File: src/design/accel_pkg.sv
package accel_pkg;

    // layer shape words
    localparam int cfg_w = 10;

    // tile geometry
    localparam int pe_count = 4;
    localparam int window_cols = pe_count + 2;

    localparam int ifmap_buf_depth = 192;
    localparam int filter_buf_depth = 128;
    localparam int ifmap_buf_aw = $clog2(ifmap_buf_depth);
    localparam int filter_buf_aw = $clog2(filter_buf_depth);

    localparam int result_count = 16;
    localparam int result_sel_w = $clog2(result_count);

    // one tile window per channel must fit the ifmap buffer
    localparam int max_ci = ifmap_buf_depth / window_cols;

endpackage

File: src/design/layer_cfg_if.sv
`timescale 1ns/10ps

interface layer_cfg_if;

    logic [accel_pkg::cfg_w-1:0] h;
    logic [accel_pkg::cfg_w-1:0] w;
    logic [accel_pkg::cfg_w-1:0] ci;
    logic [accel_pkg::cfg_w-1:0] co;

    modport loader (
        output h, w, ci, co
    );

    modport user (
        input h, w, ci, co
    );

endinterface

File: src/design/tile_fill_if.sv
`timescale 1ns/10ps

interface tile_fill_if;

    logic                        fill_start;
    logic                        fill_done;
    logic [accel_pkg::cfg_w-1:0] tile_row;
    logic [accel_pkg::cfg_w-1:0] tile_col;
    logic [accel_pkg::cfg_w-1:0] tile_group;

    modport seq (
        output fill_start, tile_row, tile_col, tile_group,
        input  fill_done
    );

    modport fill (
        input  fill_start, tile_row, tile_col, tile_group,
        output fill_done
    );

endinterface

File: src/design/layer_config_loader.sv
`timescale 1ns/10ps

module layer_config_loader (
    input  logic                        clk,
    input  logic                        rst,
    input  logic                        start,
    input  logic [accel_pkg::cfg_w-1:0] confi,
    layer_cfg_if.loader                 cfg,
    output logic                        cfg_loaded,
    input  logic                        layer_busy
);

    logic       capturing;
    logic [1:0] word_idx;

    always_ff @(posedge clk or posedge rst)
    begin
        if (rst)
        begin
            capturing <= 1'b0;
            word_idx <= 2'd0;
        end
        else if (!capturing)
        begin
            // a running layer masks start
            capturing <= start && !layer_busy;
            word_idx <= 2'd0;
        end
        else
        begin
            word_idx <= word_idx + 2'd1;
            if (word_idx == 2'd3)
            begin
                capturing <= 1'b0;
            end
        end
    end

    // words arrive as h, w, ci, co
    always_ff @(posedge clk or posedge rst)
    begin
        if (rst)
        begin
            cfg.h <= '0;
            cfg.w <= '0;
            cfg.ci <= '0;
            cfg.co <= '0;
        end
        else if (capturing)
        begin
            case (word_idx)
                2'd0: cfg.h <= confi;
                2'd1: cfg.w <= confi;
                2'd2: cfg.ci <= confi;
                default: cfg.co <= confi;
            endcase
        end
    end

    assign cfg_loaded = capturing && (word_idx == 2'd3);

endmodule

File: src/design/tile_sequencer.sv
`timescale 1ns/10ps

module tile_sequencer (
    input  logic     clk,
    input  logic     rst,
    layer_cfg_if.user cfg,
    input  logic     cfg_loaded,
    tile_fill_if.seq fill,
    output logic     compute_start,
    input  logic     compute_done,
    output logic     drain_start,
    input  logic     drain_done,
    output logic     layer_busy
);

    localparam int ext_w = accel_pkg::cfg_w + 1;

    localparam logic [1:0] st_idle = 2'd0;
    localparam logic [1:0] st_fill = 2'd1;
    localparam logic [1:0] st_compute = 2'd2;
    localparam logic [1:0] st_drain = 2'd3;

    logic [1:0] state;
    logic       col_last;
    logic       row_last;
    logic       group_last;
    logic       last_tile;

    // next window would run past the right edge
    assign col_last = ext_w'(fill.tile_col) + ext_w'(accel_pkg::pe_count + accel_pkg::window_cols)
                      > ext_w'(cfg.w);
    assign row_last = fill.tile_row == cfg.h - 1'b1;
    assign group_last = fill.tile_group + 1'b1 == (cfg.co >> $clog2(accel_pkg::pe_count));
    assign last_tile = col_last && row_last && group_last;

    always_ff @(posedge clk or posedge rst)
    begin
        if (rst)
        begin
            state <= st_idle;
            fill.tile_row <= '0;
            fill.tile_col <= '0;
            fill.tile_group <= '0;
        end
        else
        begin
            case (state)
                st_idle:
                begin
                    if (cfg_loaded)
                    begin
                        state <= st_fill;
                    end
                end
                st_fill:
                begin
                    if (fill.fill_done)
                    begin
                        state <= st_compute;
                    end
                end
                st_compute:
                begin
                    if (compute_done)
                    begin
                        state <= st_drain;
                    end
                end
                default:
                begin
                    if (drain_done)
                    begin
                        state <= last_tile ? st_idle : st_fill;
                        // col innermost, then row, then filter group
                        if (!col_last)
                        begin
                            fill.tile_col <= fill.tile_col + accel_pkg::cfg_w'(accel_pkg::pe_count);
                        end
                        else
                        begin
                            fill.tile_col <= '0;
                            if (!row_last)
                            begin
                                fill.tile_row <= fill.tile_row + 1'b1;
                            end
                            else
                            begin
                                fill.tile_row <= '0;
                                fill.tile_group <= last_tile ? '0 : fill.tile_group + 1'b1;
                            end
                        end
                    end
                end
            endcase
        end
    end

    // phases chain back to back
    assign fill.fill_start = (state == st_idle && cfg_loaded)
                             || (state == st_drain && drain_done && !last_tile);
    assign compute_start = (state == st_fill) && fill.fill_done;
    assign drain_start = (state == st_compute) && compute_done;
    assign layer_busy = state != st_idle;

endmodule

File: src/design/buffer_fill.sv
`timescale 1ns/10ps

module buffer_fill #(
    parameter int SRAM_ADDR_W = 17
) (
    input  logic                                  clk,
    input  logic                                  rst,
    layer_cfg_if.user                             cfg,
    tile_fill_if.fill                             fill,
    output logic [SRAM_ADDR_W-1:0]                ifmap_sram_addr,
    output logic [SRAM_ADDR_W-1:0]                filter_sram_addr,
    output logic                                  ifmap_sram_ren,
    output logic                                  filter_sram_ren,
    output logic [accel_pkg::ifmap_buf_aw-1:0]    ifmap_buffer_waddr,
    output logic                                  ifmap_buffer_wen,
    output logic [accel_pkg::filter_buf_aw-1:0]   filter_buffer_waddr,
    output logic                                  filter_buffer_wen
);

    localparam int ch_w = $clog2(accel_pkg::max_ci) + 1;
    localparam int ik_w = $clog2(accel_pkg::window_cols);
    localparam int fk_w = $clog2(accel_pkg::pe_count);

    logic [ik_w-1:0]        i_k;
    logic [ch_w-1:0]        i_ch;
    logic [fk_w-1:0]        f_k;
    logic [ch_w-1:0]        f_ch;
    logic [ch_w-1:0]        last_ch;
    logic [SRAM_ADDR_W-1:0] chan_off;
    logic [SRAM_ADDR_W-1:0] plane_size;

    assign last_ch = ch_w'(cfg.ci - 1'b1);
    assign plane_size = SRAM_ADDR_W'(cfg.h) * SRAM_ADDR_W'(cfg.w);

    // ifmap side, channel outer and window column inner
    always_ff @(posedge clk or posedge rst)
    begin
        if (rst)
        begin
            ifmap_sram_ren <= 1'b0;
            i_k <= '0;
            i_ch <= '0;
            chan_off <= '0;
        end
        else if (fill.fill_start)
        begin
            ifmap_sram_ren <= 1'b1;
            i_k <= '0;
            i_ch <= '0;
            chan_off <= '0;
        end
        else if (ifmap_sram_ren)
        begin
            if (i_k == ik_w'(accel_pkg::window_cols - 1))
            begin
                i_k <= '0;
                i_ch <= i_ch + 1'b1;
                chan_off <= chan_off + plane_size;
                if (i_ch == last_ch)
                begin
                    ifmap_sram_ren <= 1'b0;
                end
            end
            else
            begin
                i_k <= i_k + 1'b1;
            end
        end
    end

    // filter side, four filters per channel
    always_ff @(posedge clk or posedge rst)
    begin
        if (rst)
        begin
            filter_sram_ren <= 1'b0;
            f_k <= '0;
            f_ch <= '0;
        end
        else if (fill.fill_start)
        begin
            filter_sram_ren <= 1'b1;
            f_k <= '0;
            f_ch <= '0;
        end
        else if (filter_sram_ren)
        begin
            f_k <= f_k + 1'b1;
            if (f_k == fk_w'(accel_pkg::pe_count - 1))
            begin
                f_ch <= f_ch + 1'b1;
                if (f_ch == last_ch)
                begin
                    filter_sram_ren <= 1'b0;
                end
            end
        end
    end

    assign ifmap_sram_addr = SRAM_ADDR_W'(cfg.w) * SRAM_ADDR_W'(fill.tile_row)
                             + SRAM_ADDR_W'(fill.tile_col) + chan_off + SRAM_ADDR_W'(i_k);
    assign filter_sram_addr = (SRAM_ADDR_W'(fill.tile_group) * SRAM_ADDR_W'(accel_pkg::pe_count)
                               + SRAM_ADDR_W'(f_k)) * SRAM_ADDR_W'(cfg.ci) + SRAM_ADDR_W'(f_ch);

    // sram data lands one cycle after the read
    always_ff @(posedge clk or posedge rst)
    begin
        if (rst)
        begin
            ifmap_buffer_wen <= 1'b0;
            filter_buffer_wen <= 1'b0;
            ifmap_buffer_waddr <= '0;
            filter_buffer_waddr <= '0;
        end
        else
        begin
            ifmap_buffer_wen <= ifmap_sram_ren;
            filter_buffer_wen <= filter_sram_ren;
            if (fill.fill_start)
            begin
                ifmap_buffer_waddr <= '0;
                filter_buffer_waddr <= '0;
            end
            else
            begin
                ifmap_buffer_waddr <= ifmap_buffer_waddr + ifmap_buffer_wen;
                filter_buffer_waddr <= filter_buffer_waddr + filter_buffer_wen;
            end
        end
    end

    // ifmap stream is the longer one
    assign fill.fill_done = ifmap_buffer_wen && !ifmap_sram_ren;

endmodule

File: src/design/pe_dispatch.sv
`timescale 1ns/10ps

module pe_dispatch (
    input  logic     clk,
    input  logic     rst,
    layer_cfg_if.user cfg,
    input  logic     compute_start,
    output logic     compute_done,
    output logic [accel_pkg::pe_count-1:0][accel_pkg::ifmap_buf_aw-1:0]  ifmap_raddr,
    output logic [accel_pkg::pe_count-1:0]                               ifmap_ren,
    output logic [accel_pkg::pe_count-1:0][accel_pkg::filter_buf_aw-1:0] filter_raddr,
    output logic [accel_pkg::pe_count-1:0]                               filter_ren
);

    localparam int ch_w = $clog2(accel_pkg::max_ci) + 1;
    localparam int stg_w = $clog2(accel_pkg::pe_count);

    logic             running;
    logic [stg_w-1:0] stagger;
    logic [ch_w-1:0]  ch [accel_pkg::pe_count];

    always_ff @(posedge clk or posedge rst)
    begin
        if (rst)
        begin
            running <= 1'b0;
            stagger <= '0;
        end
        else if (compute_start)
        begin
            running <= 1'b1;
            stagger <= '0;
        end
        else if (running)
        begin
            // saturates once the last PE is enabled
            if (stagger != stg_w'(accel_pkg::pe_count - 1))
            begin
                stagger <= stagger + 1'b1;
            end
            if (compute_done)
            begin
                running <= 1'b0;
            end
        end
    end

    always_comb
    begin
        for (int p = 0; p < accel_pkg::pe_count; p++)
        begin
            ifmap_ren[p] = running && (stagger >= stg_w'(p)) && (ch[p] != cfg.ci[ch_w-1:0]);
        end
    end

    assign filter_ren = ifmap_ren;
    assign compute_done = ifmap_ren[accel_pkg::pe_count-1]
                          && (ch[accel_pkg::pe_count-1] == ch_w'(cfg.ci - 1'b1));

    // per PE channel count and buffer addresses
    always_ff @(posedge clk or posedge rst)
    begin
        if (rst)
        begin
            for (int p = 0; p < accel_pkg::pe_count; p++)
            begin
                ch[p] <= '0;
                ifmap_raddr[p] <= '0;
                filter_raddr[p] <= '0;
            end
        end
        else
        begin
            for (int p = 0; p < accel_pkg::pe_count; p++)
            begin
                if (compute_start)
                begin
                    ch[p] <= '0;
                    ifmap_raddr[p] <= accel_pkg::ifmap_buf_aw'(p);
                    filter_raddr[p] <= accel_pkg::filter_buf_aw'(p);
                end
                else if (ifmap_ren[p])
                begin
                    ch[p] <= ch[p] + 1'b1;
                    ifmap_raddr[p] <= ifmap_raddr[p]
                                      + accel_pkg::ifmap_buf_aw'(accel_pkg::window_cols);
                    filter_raddr[p] <= filter_raddr[p]
                                       + accel_pkg::filter_buf_aw'(accel_pkg::pe_count);
                end
            end
        end
    end

endmodule

File: src/design/result_drain.sv
`timescale 1ns/10ps

module result_drain (
    input  logic                               clk,
    input  logic                               rst,
    input  logic                               drain_start,
    output logic                               drain_done,
    output logic [accel_pkg::result_sel_w-1:0] result_sel,
    output logic                               post_unit_wen
);

    always_ff @(posedge clk or posedge rst)
    begin
        if (rst)
        begin
            post_unit_wen <= 1'b0;
            result_sel <= '0;
        end
        else if (drain_start)
        begin
            post_unit_wen <= 1'b1;
            result_sel <= '0;
        end
        else if (post_unit_wen)
        begin
            // wraps back to zero after the last select
            result_sel <= result_sel + 1'b1;
            if (drain_done)
            begin
                post_unit_wen <= 1'b0;
            end
        end
    end

    assign drain_done = post_unit_wen
                        && (result_sel == accel_pkg::result_sel_w'(accel_pkg::result_count - 1));

endmodule

File: src/design/accel_controller.sv
`timescale 1ns/10ps

module accel_controller #(
    parameter int SRAM_ADDR_W = 17
) (
    input  logic                                  clk,
    input  logic                                  rst,
    input  logic                                  start,
    input  logic [accel_pkg::cfg_w-1:0]           confi,
    output logic [SRAM_ADDR_W-1:0]                ifmap_sram_addr,
    output logic [SRAM_ADDR_W-1:0]                filter_sram_addr,
    output logic                                  ifmap_sram_ren,
    output logic                                  filter_sram_ren,
    output logic [accel_pkg::ifmap_buf_aw-1:0]    ifmap_buffer_waddr,
    output logic                                  ifmap_buffer_wen,
    output logic [accel_pkg::filter_buf_aw-1:0]   filter_buffer_waddr,
    output logic                                  filter_buffer_wen,
    output logic [accel_pkg::pe_count-1:0][accel_pkg::ifmap_buf_aw-1:0]  ifmap_raddr,
    output logic [accel_pkg::pe_count-1:0]                               ifmap_ren,
    output logic [accel_pkg::pe_count-1:0][accel_pkg::filter_buf_aw-1:0] filter_raddr,
    output logic [accel_pkg::pe_count-1:0]                               filter_ren,
    output logic [accel_pkg::result_sel_w-1:0]    result_sel,
    output logic                                  post_unit_wen
);

    logic cfg_loaded;
    logic layer_busy;
    logic compute_start;
    logic compute_done;
    logic drain_start;
    logic drain_done;

    layer_cfg_if cfg_bus ();
    tile_fill_if fill_bus ();

    layer_config_loader u_loader (
        .clk        (clk),
        .rst        (rst),
        .start      (start),
        .confi      (confi),
        .cfg        (cfg_bus.loader),
        .cfg_loaded (cfg_loaded),
        .layer_busy (layer_busy)
    );

    tile_sequencer u_sequencer (
        .clk           (clk),
        .rst           (rst),
        .cfg           (cfg_bus.user),
        .cfg_loaded    (cfg_loaded),
        .fill          (fill_bus.seq),
        .compute_start (compute_start),
        .compute_done  (compute_done),
        .drain_start   (drain_start),
        .drain_done    (drain_done),
        .layer_busy    (layer_busy)
    );

    buffer_fill #(
        .SRAM_ADDR_W (SRAM_ADDR_W)
    ) u_fill (
        .clk                 (clk),
        .rst                 (rst),
        .cfg                 (cfg_bus.user),
        .fill                (fill_bus.fill),
        .ifmap_sram_addr     (ifmap_sram_addr),
        .filter_sram_addr    (filter_sram_addr),
        .ifmap_sram_ren      (ifmap_sram_ren),
        .filter_sram_ren     (filter_sram_ren),
        .ifmap_buffer_waddr  (ifmap_buffer_waddr),
        .ifmap_buffer_wen    (ifmap_buffer_wen),
        .filter_buffer_waddr (filter_buffer_waddr),
        .filter_buffer_wen   (filter_buffer_wen)
    );

    pe_dispatch u_dispatch (
        .clk           (clk),
        .rst           (rst),
        .cfg           (cfg_bus.user),
        .compute_start (compute_start),
        .compute_done  (compute_done),
        .ifmap_raddr   (ifmap_raddr),
        .ifmap_ren     (ifmap_ren),
        .filter_raddr  (filter_raddr),
        .filter_ren    (filter_ren)
    );

    result_drain u_drain (
        .clk           (clk),
        .rst           (rst),
        .drain_start   (drain_start),
        .drain_done    (drain_done),
        .result_sel    (result_sel),
        .post_unit_wen (post_unit_wen)
    );

endmodule

File: config.mk
export PLATFORM = sky130hd
export DESIGN_NAME = accel_controller
export DESIGN_NICKNAME = d
export VERILOG_FILES = /design/src/design/accel_pkg.sv /design/src/design/layer_cfg_if.sv /design/src/design/tile_fill_if.sv /design/src/design/layer_config_loader.sv /design/src/design/tile_sequencer.sv /design/src/design/buffer_fill.sv /design/src/design/pe_dispatch.sv /design/src/design/result_drain.sv /design/src/design/accel_controller.sv
export SDC_FILE = /design/constraint.sdc
export NUM_CORES = 1
export LEC_CHECK = 0
export ABC_CLOCK_PERIOD_IN_PS = 5600
export BUFFER_PORTS_ARGS = -buffer_cell sky130_fd_sc_hd__buf_2
export CORE_AREA = 2 2 260 159
export DETAILED_ROUTE_END_ITERATION = 7
export DIE_AREA = 0 0 262 161
export GPL_ROUTABILITY_DRIVEN = 0
export GPL_TIMING_DRIVEN = 0
export HOLD_SLACK_MARGIN = 0.06
export PLACE_DENSITY = 0.78
export SLEW_MARGIN = 20
export SYNTH_ARGS = -nofsm -noshare
export SYNTH_HDL_FRONTEND = slang
export SYNTH_HIERARCHICAL = 1
export SYNTH_SLANG_ARGS = --single-unit
export TNS_END_PERCENT = 50
File: constraint.sdc
create_clock -name clk -period 5.6 [get_ports clk]
set_clock_uncertainty 0.1 [all_clocks]
set_input_delay 0.84 -clock clk [delete_from_list [all_inputs] [get_ports clk]]
set_output_delay 0.84 -clock clk [all_outputs]
set_load 0.05 [all_outputs]
==> flow_summary.json <==
{
  "drt_iter0_drc": 1895,
  "clkLatencyLatePin_ns": 0.54,
  "rsz0062_at_grt": "yes",
  "ys_warn_count": 6,
  "rows": 57,
  "die_x_um": 262,
  "crit_fanout": 4,
  "critPathMaxStageDelay_ns": 0.52,
  "slew_headroom_pct": 46.2,
  "hold_path_class": "input pin to asynchronous set/reset pin",
  "startpoint_type": "flop",
  "clock_sinks": 207,
  "grt_max_degree": 54,
  "layout_min_cycle_time_ns": 6.68,
  "path_cells": "clkbuf_16 > and2_4 > fa_1 > inv_1 > fa_1 > inv_2 > fa_2 > fa_1 > inv_1 > fa_1 > inv_2 > ha_4 > a21o_1 > a21oi_2 > o31ai_4 > o31a_1 > or4b_4 > nand3_4 > buf_8",
  "slew_viol_final": 0,
  "die_area_mm2": 0.0422,
  "overflow": 0,
  "num_vias": 18500,
  "worst_ep_required_time_ns": 4.66,
  "worst-setup-path-type": "flop to primary output",
  "die_h_um": 161,
  "clk_pin_slew_ns": 0.07,
  "cp_top_family": "adder cells",
  "critPathCaptureType": "primary output",
  "grt_pass1_wl_um": 101000,
  "antenna_found_initial": 2,
  "initial_core_util_pct": 56.0,
  "fmax_ghz": 0.150,
  "dpl.hpwl_um": 46000,
  "htreeDepth": 1,
  "violations": "setup timing",
  "drt_wl_total_um": 64200,
  "clockBufferDepth": 3,
  "routedWlPerCell_um": 19.8,
  "synthCells": 2416,
  "finalNonFillerCells": 3233,
  "setup_viol": 31,
  "core_area_mm2": 0.0399,
  "first_global_vias": 19200,
  "cts_tree": "built",
  "final_net_count": 3114,
  "fin_tns_setup_ns": -12.54,
  "fin_crit_sh_pct": 119,
  "placed_area_mm2": 0.0243,
  "hold-worst-slack_ns": 0.234,
  "cts_made_buffers": 23,
  "max_slew.worst_pin.slew_ns": 0.800,
  "cp_num_buf_inv": 6,
  "final_layout_size_suffix_gt1_share_pct": 23.8,
  "fin_ws_ns": -1.08,
  "syn-mean-instance-area_um2": 9.25,
  "track_usage_pct": 30.5,
  "hold_violations": 0,
  "cp_data_arrival_time_ns": 5.74,
  "placed_cells": 3087,
  "cap_violations": 0,
  "drt_pre_antenna_iters": 8,
  "postRouteAntennaNets": 0,
  "port_buffers": 132,
  "crit_path_frequent_cell": "fa_1",
  "root_buffer": "clkbuf_16",
  "fin_area_mm2": 0.0270,
  "slowest_stage": "fa_1",
  "syn_to_final_growth_pct": 20.6,
  "io_pins": 139,
  "synth_area_mm2": 0.0224,
  "status": "complete, but fails checks",
  "drc": 0,
  "viasPerCell": 5.74
}
==> flip-flops by register name (all words and copies together), names as in the netlist, 10 cells and up <==
register                     flops
u_dispatch/ch                   24
u_dispatch/filter_raddr         23
u_dispatch/ifmap_raddr          28
u_fill/chan_off                 17
u_loader/cfg.ci                 10
u_loader/cfg.h                  10
u_loader/cfg.w                  10
u_sequencer/fill.tile_group     10
u_sequencer/fill.tile_row       10
==> layout make-up <==
class	count	area, um2
repair buffers	244	1790
diodes	1	2.50
inverters	412	1550
plain buffers	108	922
multi-input cells	1689	16000
flip-flops and latches	207	5230
well taps	531	664
clock buffers	28	614
clock inverters	13	174
fillers	2880	13000
==> timing repair <==
item	4_1_cts	5_1_grt
hold buffers	0	0
gates cloned	1	0
pin swaps	85	74
setup endpoints to repair	39	38
setup buffers	77	34
resized for setup	212	90
==> worst register-to-register path: stages (launching register included) <==
cell and delay (ns):
dfrtp_1 0.56, and3_1 0.23, clkbuf_1 0.24, and4_1 0.30, xor2_1 0.11, ha_1 0.26, a211oi_1 0.31, o221ai_1 0.20
o221ai_1 0.46, nand2_1 0.29, nand4_1 0.34, clkbuf_1 0.52, o211ai_1 0.16, o21ai_1 0.11, clkbuf_1 0.44, clkbuf_2 0.45
clkbuf_2 0.36, nor2_1 0.09
==> per-layer routing <==
| layer | routed length [um] | GRT usage, % | vias up | part of all wire, % |
|---|---|---|---|---|
| met5 | 0 | 0 | - | 0 |
| met4 | 1700 | 7.81 | 0 | 2.7 |
| met3 | 7110 | 9.54 | 158 | 11 |
| met2 | 28000 | 44.7 | 904 | 44 |
| met1 | 27400 | 44.0 | 9280 | 43 |
| li1 | - | - | 8206 | - |
==> final timing paths <==
kind                                                 from                           end  slack [ns]  cells past startpoint
max                        u_sequencer/fill.tile_group[1]          filter_sram_addr[15]       -1.08                     19
min                                                   rst         u_drain/result_sel[1]        0.23                      2
max reg2reg                  u_sequencer/fill.tile_col[3]                 u_fill/f_k[1]       -0.04                     17
min reg2reg                   u_dispatch/filter_raddr[15]   u_dispatch/filter_raddr[15]        0.38                      1
max in group asynchronous                             rst  u_sequencer/fill.tile_row[6]        4.44                      2
min in group clk              u_dispatch/filter_raddr[15]   u_dispatch/filter_raddr[15]        0.38                      1
==> cell usage in the layout, fill, tap and decap left out, types with 43 or more instances in the layout <==
cell type,instances
a21oi_1,67
and2_1,141
buf_2,123
buf_4,109
buf_6,43
dfrtp_1,170
fa_1,236
ha_1,139
inv_1,374
nand2_1,222
nor2_1,127
xnor2_1,124
xor2_1,54
==> metrics by stage <==
step	worst slack [ns]	utilization [%]
3_5_place_dp	-0.839	60.9
4_1_cts	-0.987	66.3
3_3_place_gp	-0.792	60.7
6_report	-1.08	67.5
5_1_grt	-1.19	67.5
2_1_floorplan	-0.247	-
Power is not shown: default switching activity piles up to over one toggle a cycle in this logic, so the estimate is an artifact.
